`src/hw/adc_acq_pkg.sv`:
```
`default_nettype none

package adc_acq_pkg;

    // enables and trigger cross into the adc clock through this many flops
    localparam int ENABLE_SYNC_STAGES = 4;
    // ddr3 writer done flag comes from a slower domain, two flops suffice
    localparam int DONE_SYNC_STAGES = 2;
    localparam int FILL_TYPE_W = 2;
    localparam int STATE_W = 5;

    // {enable1, enable0}, selects the burst count used downstream
    typedef logic [FILL_TYPE_W-1:0] fill_type_t;

    // sequencer states, one entry per step of a fill
    typedef enum logic [STATE_W-1:0] {
        IDLE,
        WATCH_FOR_TRIG,
        FILL_INIT1,
        FILL_INIT2,
        WAVEFORM_INIT1,
        WAVEFORM_INIT2,
        WAVEFORM_INIT3,
        RUN1,
        RUN2,
        RUN3,
        RUN4,
        WAVEFORM_TST1,
        WAVEFORM_TST2,
        CHECKSUM1,
        CHECKSUM2,
        DDR3_WAIT,
        DONE
    } acq_state_e;

    // synchronized and decoded inputs
    typedef struct packed {
        logic       mode_enabled;
        // fourth trigger stage, used to hold DONE
        logic       trig_level;
        logic       trig_pulse;
        fill_type_t fill_type;
        logic       ddr3_wr_done;
    } acq_sync_t;

    // output mux selects and checksum control
    typedef struct packed {
        logic fill_hdr_sel;
        logic wfm_hdr_sel;
        logic dat_sel;
        logic checksum_select;
        logic checksum_update;
    } acq_mux_sel_t;

    // circular buffer read side
    typedef struct packed {
        logic init_rd_addr;
        logic inc_rd_addr;
        logic latch_dat;
        logic trig_addr_rd_en;
    } acq_cbuf_ctrl_t;

    // external address, burst and fill counters
    typedef struct packed {
        logic address_cntr_en;
        logic burst_cntr_init;
        logic burst_cntr_en;
        logic fill_cntr_en;
        logic dummy_dat_reset;
    } acq_cntr_ctrl_t;

    typedef struct packed {
        logic sm_idle;
        // high while writing to ddr3, low while reads are allowed
        logic acq_enabled;
        logic acq_done;
    } acq_status_t;

endpackage

`default_nettype wire

```
`src/hw/acq_input_sync.sv`:
```
`timescale 1ns/1ps
`default_nettype none

module acq_input_sync (
    input  wire logic                  clk,
    input  wire logic                  adc_acq_full_reset,
    input  wire logic                  acq_enable0,
    input  wire logic                  acq_enable1,
    input  wire logic                  acq_trig,
    input  wire logic                  ddr3_wr_done,
    output adc_acq_pkg::acq_sync_t     sync
);

    // stage chain for {trig, enable1, enable0}, index 0 is the first flop
    logic [adc_acq_pkg::ENABLE_SYNC_STAGES-1:0][2:0] in_sync;
    // extra trigger stage for edge detection
    logic                                            trig_dly;
    logic [adc_acq_pkg::DONE_SYNC_STAGES-1:0]        done_sync;

    logic                   trig_last;
    logic                   en0_last;
    logic                   en1_last;
    logic                   mode_enabled;
    logic                   trig_pulse;
    adc_acq_pkg::fill_type_t fill_type;

    // outputs of the last synchronizer stage
    assign trig_last = in_sync[adc_acq_pkg::ENABLE_SYNC_STAGES-1][2];
    assign en1_last  = in_sync[adc_acq_pkg::ENABLE_SYNC_STAGES-1][1];
    assign en0_last  = in_sync[adc_acq_pkg::ENABLE_SYNC_STAGES-1][0];

    always_ff @(posedge clk) begin
        if (adc_acq_full_reset) begin
            in_sync   <= '0;
            trig_dly  <= 1'b0;
            done_sync <= '0;
        end else begin
            // shift the raw bits in at stage 0
            in_sync   <= {in_sync[adc_acq_pkg::ENABLE_SYNC_STAGES-2:0],
                          {acq_trig, acq_enable1, acq_enable0}};
            trig_dly  <= trig_last;
            done_sync <= {done_sync[adc_acq_pkg::DONE_SYNC_STAGES-2:0], ddr3_wr_done};
        end
    end

    // mode, fill type and trigger pulse land one cycle after the last stage
    always_ff @(posedge clk) begin
        if (adc_acq_full_reset) begin
            mode_enabled <= 1'b0;
            fill_type    <= '0;
            trig_pulse   <= 1'b0;
        end else begin
            // any nonzero enable pattern arms the channel
            mode_enabled <= en0_last | en1_last;
            fill_type    <= {en1_last, en0_last};
            // rising edge at stage four, passed only while armed
            trig_pulse   <= trig_last & ~trig_dly & mode_enabled;
        end
    end

    always_comb begin
        sync.mode_enabled = mode_enabled;
        sync.trig_level   = trig_last;
        sync.trig_pulse   = trig_pulse;
        sync.fill_type    = fill_type;
        sync.ddr3_wr_done = done_sync[adc_acq_pkg::DONE_SYNC_STAGES-1];
    end

endmodule

`default_nettype wire

```
`src/hw/acq_fsm.sv`:
```
`timescale 1ns/1ps
`default_nettype none

module acq_fsm (
    input  wire logic                   clk,
    input  wire logic                   adc_acq_full_reset,
    input  wire adc_acq_pkg::acq_sync_t sync,
    input  wire logic                   trig_fifo_empty,
    input  wire logic                   burst_cntr_zero,
    output adc_acq_pkg::acq_state_e     next_state
);

    adc_acq_pkg::acq_state_e state;

    always_ff @(posedge clk) begin
        if (adc_acq_full_reset) begin
            state <= adc_acq_pkg::IDLE;
        end else begin
            state <= next_state;
        end
    end

    always_comb begin
        // hold by default
        next_state = state;
        case (state)
            // wait until one of the enables arms the channel
            adc_acq_pkg::IDLE: begin
                if (sync.mode_enabled) begin
                    next_state = adc_acq_pkg::WATCH_FOR_TRIG;
                end
            end
            // ddr3 may be read here, leave once a trigger address is queued
            adc_acq_pkg::WATCH_FOR_TRIG: begin
                if (!trig_fifo_empty) begin
                    next_state = adc_acq_pkg::FILL_INIT1;
                end
            end
            // fill header, once per trigger
            adc_acq_pkg::FILL_INIT1: begin
                next_state = adc_acq_pkg::FILL_INIT2;
            end
            adc_acq_pkg::FILL_INIT2: begin
                next_state = adc_acq_pkg::WAVEFORM_INIT1;
            end
            // waveform header and read pointer setup
            adc_acq_pkg::WAVEFORM_INIT1: begin
                next_state = adc_acq_pkg::WAVEFORM_INIT2;
            end
            adc_acq_pkg::WAVEFORM_INIT2: begin
                next_state = adc_acq_pkg::WAVEFORM_INIT3;
            end
            adc_acq_pkg::WAVEFORM_INIT3: begin
                next_state = adc_acq_pkg::RUN1;
            end
            // four buffer words per burst
            adc_acq_pkg::RUN1: begin
                next_state = adc_acq_pkg::RUN2;
            end
            adc_acq_pkg::RUN2: begin
                next_state = adc_acq_pkg::RUN3;
            end
            adc_acq_pkg::RUN3: begin
                next_state = adc_acq_pkg::RUN4;
            end
            // loop until the external burst counter runs out
            adc_acq_pkg::RUN4: begin
                if (burst_cntr_zero) begin
                    next_state = adc_acq_pkg::WAVEFORM_TST1;
                end else begin
                    next_state = adc_acq_pkg::RUN1;
                end
            end
            // two cycles to drain the buffer read latency
            adc_acq_pkg::WAVEFORM_TST1: begin
                next_state = adc_acq_pkg::WAVEFORM_TST2;
            end
            adc_acq_pkg::WAVEFORM_TST2: begin
                next_state = adc_acq_pkg::CHECKSUM1;
            end
            adc_acq_pkg::CHECKSUM1: begin
                next_state = adc_acq_pkg::CHECKSUM2;
            end
            adc_acq_pkg::CHECKSUM2: begin
                next_state = adc_acq_pkg::DDR3_WAIT;
            end
            // the writer has to flush everything to ddr3
            adc_acq_pkg::DDR3_WAIT: begin
                if (sync.ddr3_wr_done) begin
                    next_state = adc_acq_pkg::DONE;
                end
            end
            // hold until trigger drops so one trigger cannot start two fills
            adc_acq_pkg::DONE: begin
                if (!(sync.mode_enabled && sync.trig_level)) begin
                    next_state = adc_acq_pkg::IDLE;
                end
            end
            default: begin
                next_state = adc_acq_pkg::IDLE;
            end
        endcase
    end

endmodule

`default_nettype wire

```
`src/hw/acq_strobe_gen.sv`:
```
`timescale 1ns/1ps
`default_nettype none

module acq_strobe_gen (
    input  wire logic                     clk,
    input  wire logic                     adc_acq_full_reset,
    input  wire adc_acq_pkg::acq_state_e  next_state,
    input  wire logic                     dummy_dat_reset_mode,
    output adc_acq_pkg::acq_mux_sel_t     mux_sel,
    output adc_acq_pkg::acq_cbuf_ctrl_t   cbuf_ctrl,
    output adc_acq_pkg::acq_cntr_ctrl_t   cntr_ctrl,
    output adc_acq_pkg::acq_status_t      status,
    output logic                          adc_acq_out_valid
);

    // header and checksum words are valid right away
    logic immed_valid;
    // burst words need an extra cycle for the buffer read
    logic start_dlyd_valid;
    logic dlyd_valid;

    // strobes registered from next_state so they line up with state entry
    always_ff @(posedge clk) begin
        if (adc_acq_full_reset) begin
            mux_sel.fill_hdr_sel      <= 1'b0;
            mux_sel.wfm_hdr_sel       <= 1'b0;
            mux_sel.dat_sel           <= 1'b0;
            mux_sel.checksum_select   <= 1'b0;
            cbuf_ctrl                 <= '0;
            cntr_ctrl                 <= '0;
            status.sm_idle            <= 1'b1;
            status.acq_done           <= 1'b0;
            immed_valid               <= 1'b0;
            start_dlyd_valid          <= 1'b0;
        end else begin
            // every strobe drops unless the coming state owns it
            mux_sel.fill_hdr_sel      <= 1'b0;
            mux_sel.wfm_hdr_sel       <= 1'b0;
            mux_sel.dat_sel           <= 1'b0;
            mux_sel.checksum_select   <= 1'b0;
            cbuf_ctrl                 <= '0;
            cntr_ctrl                 <= '0;
            status.sm_idle            <= 1'b0;
            status.acq_done           <= 1'b0;
            immed_valid               <= 1'b0;
            start_dlyd_valid          <= 1'b0;
            case (next_state)
                adc_acq_pkg::IDLE: begin
                    // front panel idle indication
                    status.sm_idle <= 1'b1;
                end
                adc_acq_pkg::FILL_INIT1: begin
                    mux_sel.fill_hdr_sel <= 1'b1;
                end
                adc_acq_pkg::FILL_INIT2: begin
                    // fill header goes out, bump the ddr3 address
                    immed_valid               <= 1'b1;
                    cntr_ctrl.address_cntr_en <= 1'b1;
                end
                adc_acq_pkg::WAVEFORM_INIT1: begin
                    // pop the trigger address, fifo is first word fall through
                    cbuf_ctrl.init_rd_addr    <= 1'b1;
                    cbuf_ctrl.trig_addr_rd_en <= 1'b1;
                    // 0 free runs the dummy data, 1 restarts it per waveform
                    cntr_ctrl.dummy_dat_reset <= dummy_dat_reset_mode;
                end
                adc_acq_pkg::WAVEFORM_INIT2: begin
                    cntr_ctrl.burst_cntr_init <= 1'b1;
                    mux_sel.wfm_hdr_sel       <= 1'b1;
                end
                adc_acq_pkg::WAVEFORM_INIT3: begin
                    // waveform header out, first buffer read issued
                    // but no latch since data is not back yet
                    immed_valid               <= 1'b1;
                    cntr_ctrl.address_cntr_en <= 1'b1;
                    cbuf_ctrl.inc_rd_addr     <= 1'b1;
                end
                adc_acq_pkg::RUN1: begin
                    cbuf_ctrl.latch_dat     <= 1'b1;
                    cbuf_ctrl.inc_rd_addr   <= 1'b1;
                    // one count per burst
                    cntr_ctrl.burst_cntr_en <= 1'b1;
                end
                adc_acq_pkg::RUN2: begin
                    cbuf_ctrl.latch_dat   <= 1'b1;
                    cbuf_ctrl.inc_rd_addr <= 1'b1;
                end
                adc_acq_pkg::RUN3: begin
                    cbuf_ctrl.latch_dat   <= 1'b1;
                    cbuf_ctrl.inc_rd_addr <= 1'b1;
                    mux_sel.dat_sel       <= 1'b1;
                end
                adc_acq_pkg::RUN4: begin
                    // burst word is written after the read latency
                    cbuf_ctrl.latch_dat       <= 1'b1;
                    cbuf_ctrl.inc_rd_addr     <= 1'b1;
                    cntr_ctrl.address_cntr_en <= 1'b1;
                    start_dlyd_valid          <= 1'b1;
                end
                adc_acq_pkg::WAVEFORM_TST1: begin
                    cbuf_ctrl.latch_dat <= 1'b1;
                end
                adc_acq_pkg::WAVEFORM_TST2: begin
                    cbuf_ctrl.latch_dat <= 1'b1;
                    mux_sel.dat_sel     <= 1'b1;
                end
                adc_acq_pkg::CHECKSUM1: begin
                    mux_sel.checksum_select <= 1'b1;
                end
                adc_acq_pkg::CHECKSUM2: begin
                    // checksum word closes the fill
                    immed_valid               <= 1'b1;
                    cntr_ctrl.address_cntr_en <= 1'b1;
                    cntr_ctrl.fill_cntr_en    <= 1'b1;
                end
                adc_acq_pkg::DONE: begin
                    status.acq_done <= 1'b1;
                end
                default: begin
                    // watch and ddr3 wait drive nothing
                end
            endcase
        end
    end

    // low while idle or watching so ddr3 reads may proceed,
    // includes the step back into IDLE
    always_ff @(posedge clk) begin
        if (adc_acq_full_reset) begin
            status.acq_enabled <= 1'b0;
        end else begin
            status.acq_enabled <= (next_state != adc_acq_pkg::IDLE) &&
                                  (next_state != adc_acq_pkg::WATCH_FOR_TRIG);
        end
    end

    // output valid and checksum update pipeline
    always_ff @(posedge clk) begin
        if (adc_acq_full_reset) begin
            dlyd_valid              <= 1'b0;
            adc_acq_out_valid       <= 1'b0;
            mux_sel.checksum_update <= 1'b0;
        end else begin
            dlyd_valid              <= start_dlyd_valid;
            adc_acq_out_valid       <= immed_valid | dlyd_valid;
            // checksum takes the burst one cycle after RUN4
            mux_sel.checksum_update <= start_dlyd_valid;
        end
    end

endmodule

`default_nettype wire

```
`src/hw/adc_acq_ctrl.sv`:
```
`timescale 1ns/1ps
`default_nettype none

module adc_acq_ctrl (
    input  wire logic                   clk,
    input  wire logic                   adc_acq_full_reset,
    input  wire logic                   acq_enable0,
    input  wire logic                   acq_enable1,
    input  wire logic                   acq_trig,
    // no trigger address queued yet
    input  wire logic                   trig_fifo_empty,
    // all bursts of the waveform have been taken
    input  wire logic                   burst_cntr_zero,
    // ddr3 writer finished, still in its own clock domain
    input  wire logic                   ddr3_wr_done,
    input  wire logic                   dummy_dat_reset_mode,
    output adc_acq_pkg::fill_type_t     fill_type,
    output logic                        trig_pulse,
    output adc_acq_pkg::acq_mux_sel_t   mux_sel,
    output adc_acq_pkg::acq_cbuf_ctrl_t cbuf_ctrl,
    output adc_acq_pkg::acq_cntr_ctrl_t cntr_ctrl,
    output adc_acq_pkg::acq_status_t    status,
    output logic                        adc_acq_out_valid
);

    adc_acq_pkg::acq_sync_t  sync;
    adc_acq_pkg::acq_state_e next_state;

    // clock domain crossing and input decode
    acq_input_sync i_acq_input_sync (
        .clk                (clk),
        .adc_acq_full_reset (adc_acq_full_reset),
        .acq_enable0        (acq_enable0),
        .acq_enable1        (acq_enable1),
        .acq_trig           (acq_trig),
        .ddr3_wr_done       (ddr3_wr_done),
        .sync               (sync)
    );

    acq_fsm i_acq_fsm (
        .clk                (clk),
        .adc_acq_full_reset (adc_acq_full_reset),
        .sync               (sync),
        .trig_fifo_empty    (trig_fifo_empty),
        .burst_cntr_zero    (burst_cntr_zero),
        .next_state         (next_state)
    );

    // strobes follow next_state by one register
    acq_strobe_gen i_acq_strobe_gen (
        .clk                  (clk),
        .adc_acq_full_reset   (adc_acq_full_reset),
        .next_state           (next_state),
        .dummy_dat_reset_mode (dummy_dat_reset_mode),
        .mux_sel              (mux_sel),
        .cbuf_ctrl            (cbuf_ctrl),
        .cntr_ctrl            (cntr_ctrl),
        .status               (status),
        .adc_acq_out_valid    (adc_acq_out_valid)
    );

    // decoded inputs also go to the burst logic and trigger fifo
    assign fill_type  = sync.fill_type;
    assign trig_pulse = sync.trig_pulse;

endmodule

`default_nettype wire

```
`config.mk`:
```
export PLATFORM = sky130hd
export DESIGN_NAME = adc_acq_ctrl
export DESIGN_NICKNAME = d
export VERILOG_FILES = /design/src/hw/adc_acq_pkg.sv /design/src/hw/acq_input_sync.sv /design/src/hw/acq_fsm.sv /design/src/hw/acq_strobe_gen.sv /design/src/hw/adc_acq_ctrl.sv
export SDC_FILE = /design/constraint.sdc
export NUM_CORES = 1
export LEC_CHECK = 0
export ABC_AREA = 1
export BUFFER_PORTS_ARGS = -buffer_cell sky130_fd_sc_hd__buf_2
export CAP_MARGIN = 40
export CORE_AREA = 2 2 62 59
export CTS_CLUSTER_DIAMETER = 150
export DETAILED_ROUTE_END_ITERATION = 8
export DIE_AREA = 0 0 64 61
export MAX_ROUTING_LAYER = met4
export PLACE_DENSITY = 0.77
export REMOVE_ABC_BUFFERS = 1
export SLEW_MARGIN = 10
export SYNTH_ARGS = -nofsm -noshare
export SYNTH_HDL_FRONTEND = slang
export SYNTH_HIERARCHICAL = 1
export SYNTH_SLANG_ARGS = --single-unit
```
`constraint.sdc`:
```
create_clock -name clk -period 1.9 [get_ports clk]
set_input_delay 0.38 -clock clk [delete_from_list [all_inputs] [get_ports clk]]
set_output_delay 0.38 -clock clk [all_outputs]
set_load 0.02 [all_outputs]
```
# --- After elaboration in Yosys (flattened, before gate mapping) ---
# Index checks and enable logic that the tools add are counted.
word_totals:
  regBits: 42
  inputBits: 9
  output_inout_bits: 21
  wordCells: 96
op_classes:
  n_eq_ne: 31
  muxes: 20
  bitwise_logic: 6
  reduce_logical: 11
ops:
  columns: ["op", "count"]
  rows:
  - ["5-bit case mux with 17 select lines", 1]
  - ["5-bit by 4-bit equality test with 1-bit output, second input constant", 15]
  - ["5-bit by 3-bit equality test with 1-bit output, second input constant", 8]
  - ["5-bit by 2-bit equality test with 1-bit output, second input constant", 4]
  - ["5-bit 2-to-1 mux", 4]
  - ["1-bit 2-to-1 mux", 14]
  - ["5-bit equality test, second input constant", 2]
  - ["5-bit logical NOT", 2]
  - ["6-bit OR reduction", 1]
  - ["5-bit by 1-bit equality test with 1-bit output, second input constant", 1]
  - ["5-bit by 1-bit inequality test with 1-bit output, second input constant", 1]
  - ["5-bit nonzero test", 1]
  - ["5-bit OR reduction", 1]
  - ["4-bit 2-to-1 mux", 1]
  - ["2-bit OR reduction", 2]
  - ["4-bit OR reduction", 1]
  - ["3-bit OR reduction", 1]
  - ["1-bit bitwise AND", 2]
  - ["1-bit logical AND", 2]
  - ["1-bit NOT", 2]
  - ["1-bit OR", 2]

# --- Logic depth before layout (Yosys ltp) ---
logic_depth:
  depth_word: 6
  depth_mapped: 16
  mapped_depth_nobuf: 14

# --- Hierarchy ---
# Netlist, hierarchy kept.
modules_own_cells:
  columns: ["mod", "n_inst", "cells_each", "area_each_um2", "seq_area_each_um2"]
  rows:
  - ["acq_strobe_gen", 1, 78, 639.4, 360.3]
  - ["acq_input_sync", 1, 65, 586.8, 380.4]
  - ["acq_fsm", 1, 88, 462.9, 100.1]

# --- Worst setup path before layout ---
# OpenSTA, ideal clock, no wires.
synth_path:
  kind: "flip-flop to flip-flop"
  start: "reg i_acq_fsm.state[1]"
  end: "reg i_acq_strobe_gen/cbuf_ctrl[1] (netlist name)"
  setup_ps: 115
  arrival_time_ps: 1469
  required_time_ps: 1785
  slack_ps: 316
  stages_incl_launch_ff: 13
  n_path_buf: 0
  synth_period_minus_slack_ps: 1584
  path_cell_list: "dfxtp_1 > nor2_1 > nor2_2 > nand3_1 > nand2_1 > inv_1 > nand3_1 > nand2_1 > clkinv_1 > nand3_1 > nand2_1 > nand2_1 > nand2_1"
synth_via:
  elab_chain_cells: 5
  elab_cells_between_ends: 30
  cone_classes: "eq/ne: 22; mux: 6; reduce/logical: 2"
synth_lines:
  columns: ["element", "line", "rtl"]
  rows:
  - ["start, declared", "acq_fsm.sv:13", "adc_acq_pkg::acq_state_e state;"]
  - ["start signal, assigned", "acq_fsm.sv:17", "state <= adc_acq_pkg::IDLE;"]
  - ["start signal, assigned", "acq_fsm.sv:19", "state <= next_state;"]
  - ["5-bit equality test, or another cell as far along", "acq_fsm.sv:26", "case (state)"]
  - ["5-bit case mux with 17 select lines *", "acq_fsm.sv:26", null]
  - ["named net next_state[2]", "adc_acq_ctrl.sv:27", "adc_acq_pkg::acq_state_e next_state;"]
  - ["5-bit by 4-bit equality test with 1-bit output or 5-bit by 3-bit equality test with 1-bit output (tied branches)", "acq_strobe_gen.sv:47", "case (next_state)"]
  - ["6-bit OR reduction (no source line) *", null, null]
  - ["1-bit 2-to-1 mux *", "acq_strobe_gen.sv:47", null]
# Mark *: on every way through the listed nets, which the timed path passes. The rest lies on a longest branch.
# A chain may end at the register's enable or synchronous reset.

# --- Worst setup path after layout ---
layout_path:
  start: "reg i_acq_fsm.state[4]"
  end: "reg i_acq_strobe_gen/cntr_ctrl[4] (netlist name)"
layout_via:
  elab_chain_cells: 5
  elab_cells_between_ends: 28
  cone_classes: "eq/ne: 20; mux: 6; reduce/logical: 2"
layout_lines:
  columns: ["element", "line"]
  rows:
  - ["5-bit equality test, or another cell as far along", "acq_fsm.sv:26"]
  - ["5-bit case mux with 17 select lines *", "acq_fsm.sv:26"]
  - ["named net next_state[1]", "adc_acq_ctrl.sv:27"]
  - ["5-bit by 2-bit equality test with 1-bit output, or another cell as far along", "acq_strobe_gen.sv:47"]
  - ["4-bit OR reduction (no source line) *", null]
  - ["1-bit 2-to-1 mux *", "acq_strobe_gen.sv:47"]
# Marked as above.

==> qor.csv <==
metric;value;unit
period utilization;95.45;%
Syn Inst Count;231;
Post-synth EDFFs;0;
Tightest Pin Transition;253.1;ps
most common cell in the netlist;nor2_1;
Storage cell area;852.1;sq um
Horiz. Die Dim;64;um
dpl cells;298;
area growth from synthesis to layout;20.81;%
I/O Buffers;29;
status;complete, no violations;
post-synthesis cell type with the largest combined area;dfxtp_1;
Starting Density;52.33;%
Hold Path Class;in2reg;
maximum fanout along the worst path;6;
H-tree Lvls;2;
Final nets;275;
Max Cap Viol;0;
CTS tree;yes;
top post-synthesis cells by area;dfxtp_1 50%, nor2_1 11%, inv_1 9.3%, nand3_1 7.7%, nand2_1 7.1%;
CTS root buf;clkbuf_4;
busiest grt layer;met2;
total core area;0.003228;sq mm
Seq/Total Area, Yosys;49.78;%
Clock transition at path regs;110;ps
Syn. warnings;6;
Final ANT Viol Nets;0;
CTS Buffer Depth;2;
fmax;0.5514;GHz
share of cells above drive strength 1;28.20;%
Non-Filler Instances;310;
Setup crit end kind;flop;
worst skew pair latency;350;ps
total number of vias;1465;
final setup vio count;0;
WP data arrival;2060;ps
Max IR drop VDD;0.5685;mV
Setup crit start kind;flop;
GRT met3 Usage;4.082;%
Die H;61;um
first-pass detailed-route iteration total;5;
Num CTS Buffers;5;
synth cell count leaders;51 x nor2_1, 42 x dfxtp_1, 42 x inv_1;
Worst Path Required;2150;ps
skew final;6.752;ps
GRT overflow;0;
GR Layer Usage met1;21.58;%
final hold vios;0;
Yosys cell types;21;
DRC viols;0;
diode count;0;
P_leak;1.049;nW
clk sinks;42;
first-pass GRT wire length;5023;um
multi-input logic area;636.9;sq um
WS Path Type;reg2reg;
Post-Syn Area;0.001689;sq mm
drt total wl;3283;um
vias in the first global route;1184;
ys flop type;dfxtp_1;
io pins;30;
vias per inst;4.726;
Slew Viols, Final;0;
Layout fillers;264;
Initial DRC Count;150;
Final GP Congestion;1.007;
Slew headroom;83.13;%
initial antenna violation count;0;
async set or reset register ratio after synthesis;0;%
largest net degree at the start of global routing;28;
PwrDens;785.2;mW/mm^2
fin crit period;1814;ps
WL per Instance;10.59;um
Tot GR Track Use;17.66;%
Mean Syn Cell Area;7.312;sq um
area share of the largest cell type after synthesis;49.78;%
dpl hpwl;2070;um
row cnt;20;
Yosys reg bits;42;
die area;0.003904;sq mm
Power, Total;0.001602;W
M2 GR Usage;26.04;%
==> routing by layer <==
metal / wire, um / part of all wire, %
met2: 1504 / 46
met3: 215 / 6.5
met4: 123 / 3.7
met1: 1440 / 44
met5: 0 / 0
==> kinds of logic after synthesis <==
family	count (synthesis)	share of synthesized area (%)
simple gates	123	31.56
compound gates	9	2.814
buf+inv	57	15.85
flops	42	49.78
==> stage by stage <==
step / TNS, ps / hold WS (ps) / worst slack (ps) / util [%] / area, sq um
finish: 0 / 217.5 / 86.36 / 63.22 / 2041
global route: -175.7 / 209.9 / -46.97 / 63.22 / 2041
global placement: 0 / 389.5 / 46.84 / 56.74 / 1832
detailed placement: 0 / 393.2 / 26.88 / 56.74 / 1832
CTS: 0 / 207.2 / 29.51 / 60.54 / 1954
floorplan: 0 / 388.3 / 298.2 / - / 1594
==> path summary, 6_finish.rpt <==
path	startpoint	to	slack, ps	cells after the start
setup / recovery	i_acq_fsm/state[4]	i_acq_strobe_gen/cntr_ctrl[4]	90	13
hold / removal	acq_enable1	i_acq_input_sync/in_sync[1]	220	3
setup reg to reg	i_acq_fsm/state[4]	i_acq_strobe_gen/cntr_ctrl[4]	90	13
hold reg to reg	i_acq_strobe_gen/start_dlyd_valid	i_acq_strobe_gen/dlyd_valid	400	2
==> worst max-delay path, stage by stage (launching register included) <==
cell and delay [ps]:
dfxtp_4 380, clkinvlp_4 160, buf_4 180, buf_4 120
nand3_1 70, nor2_1 50, nor2_2 170, nand2_2 160
inv_1 130, nor2_4 60, nand3_1 60, nand2_1 50
nand2_1 70, nand2_1 50
==> where the power goes <==
part | total, W | leakage (nW) | internal, W | switching [W]
clock network | 0.000571 | 0.0443 | 0.000306 | 0.000265
registers | 0.000907 | 0.344 | 0.000897 | 0.00000985
logic | 0.000124 | 0.661 | 0.0000402 | 0.0000836
total | 0.00160 | 1.05 | 0.00124 | 0.000358
==> area by class of cell <==
type | instances | area share, %
Tap cell | 44 | 2.698
Sequential cell | 42 | 41.75
Clock inverter | 1 | 1.471
Multi-Input combinational cell | 132 | 31.21
Timing Repair Buffer | 39 | 11.59
Inverter | 46 | 8.768
Clock buffer | 6 | 2.514
==> state kept, by name, indices dropped and copies added, names as in the netlist, 2 cells and up <==
name                        cells
i_acq_fsm/state                 5
i_acq_input_sync/done_sync      2
i_acq_input_sync/fill_type      2
i_acq_input_sync/in_sync        9
i_acq_strobe_gen/cbuf_ctrl      3
i_acq_strobe_gen/cntr_ctrl      5
i_acq_strobe_gen/mux_sel        3
i_acq_strobe_gen/status         3
==> cells in the final DEF (no fill, tap or decap), types with 4 or more instances in the layout <==
cell	count
a21oi_1	5
nand3_1	25
inv_1	40
buf_4	8
buf_2	29
nand4_1	4
nand2_1	30
dfxtp_1	37
nor2_1	44
clkbuf_4	5
nor2_2	9
==> repair_timing <==
item | 4_1_cts | 5_1_grt
hold buffers | 0 | 0
pin swaps | 0 | 2
resized for setup | 3 | 25
buffers inserted | 3 | 2
setup endpoints to repair | 3 | 15
No activity file was read; power rests on OpenSTA's default activity.
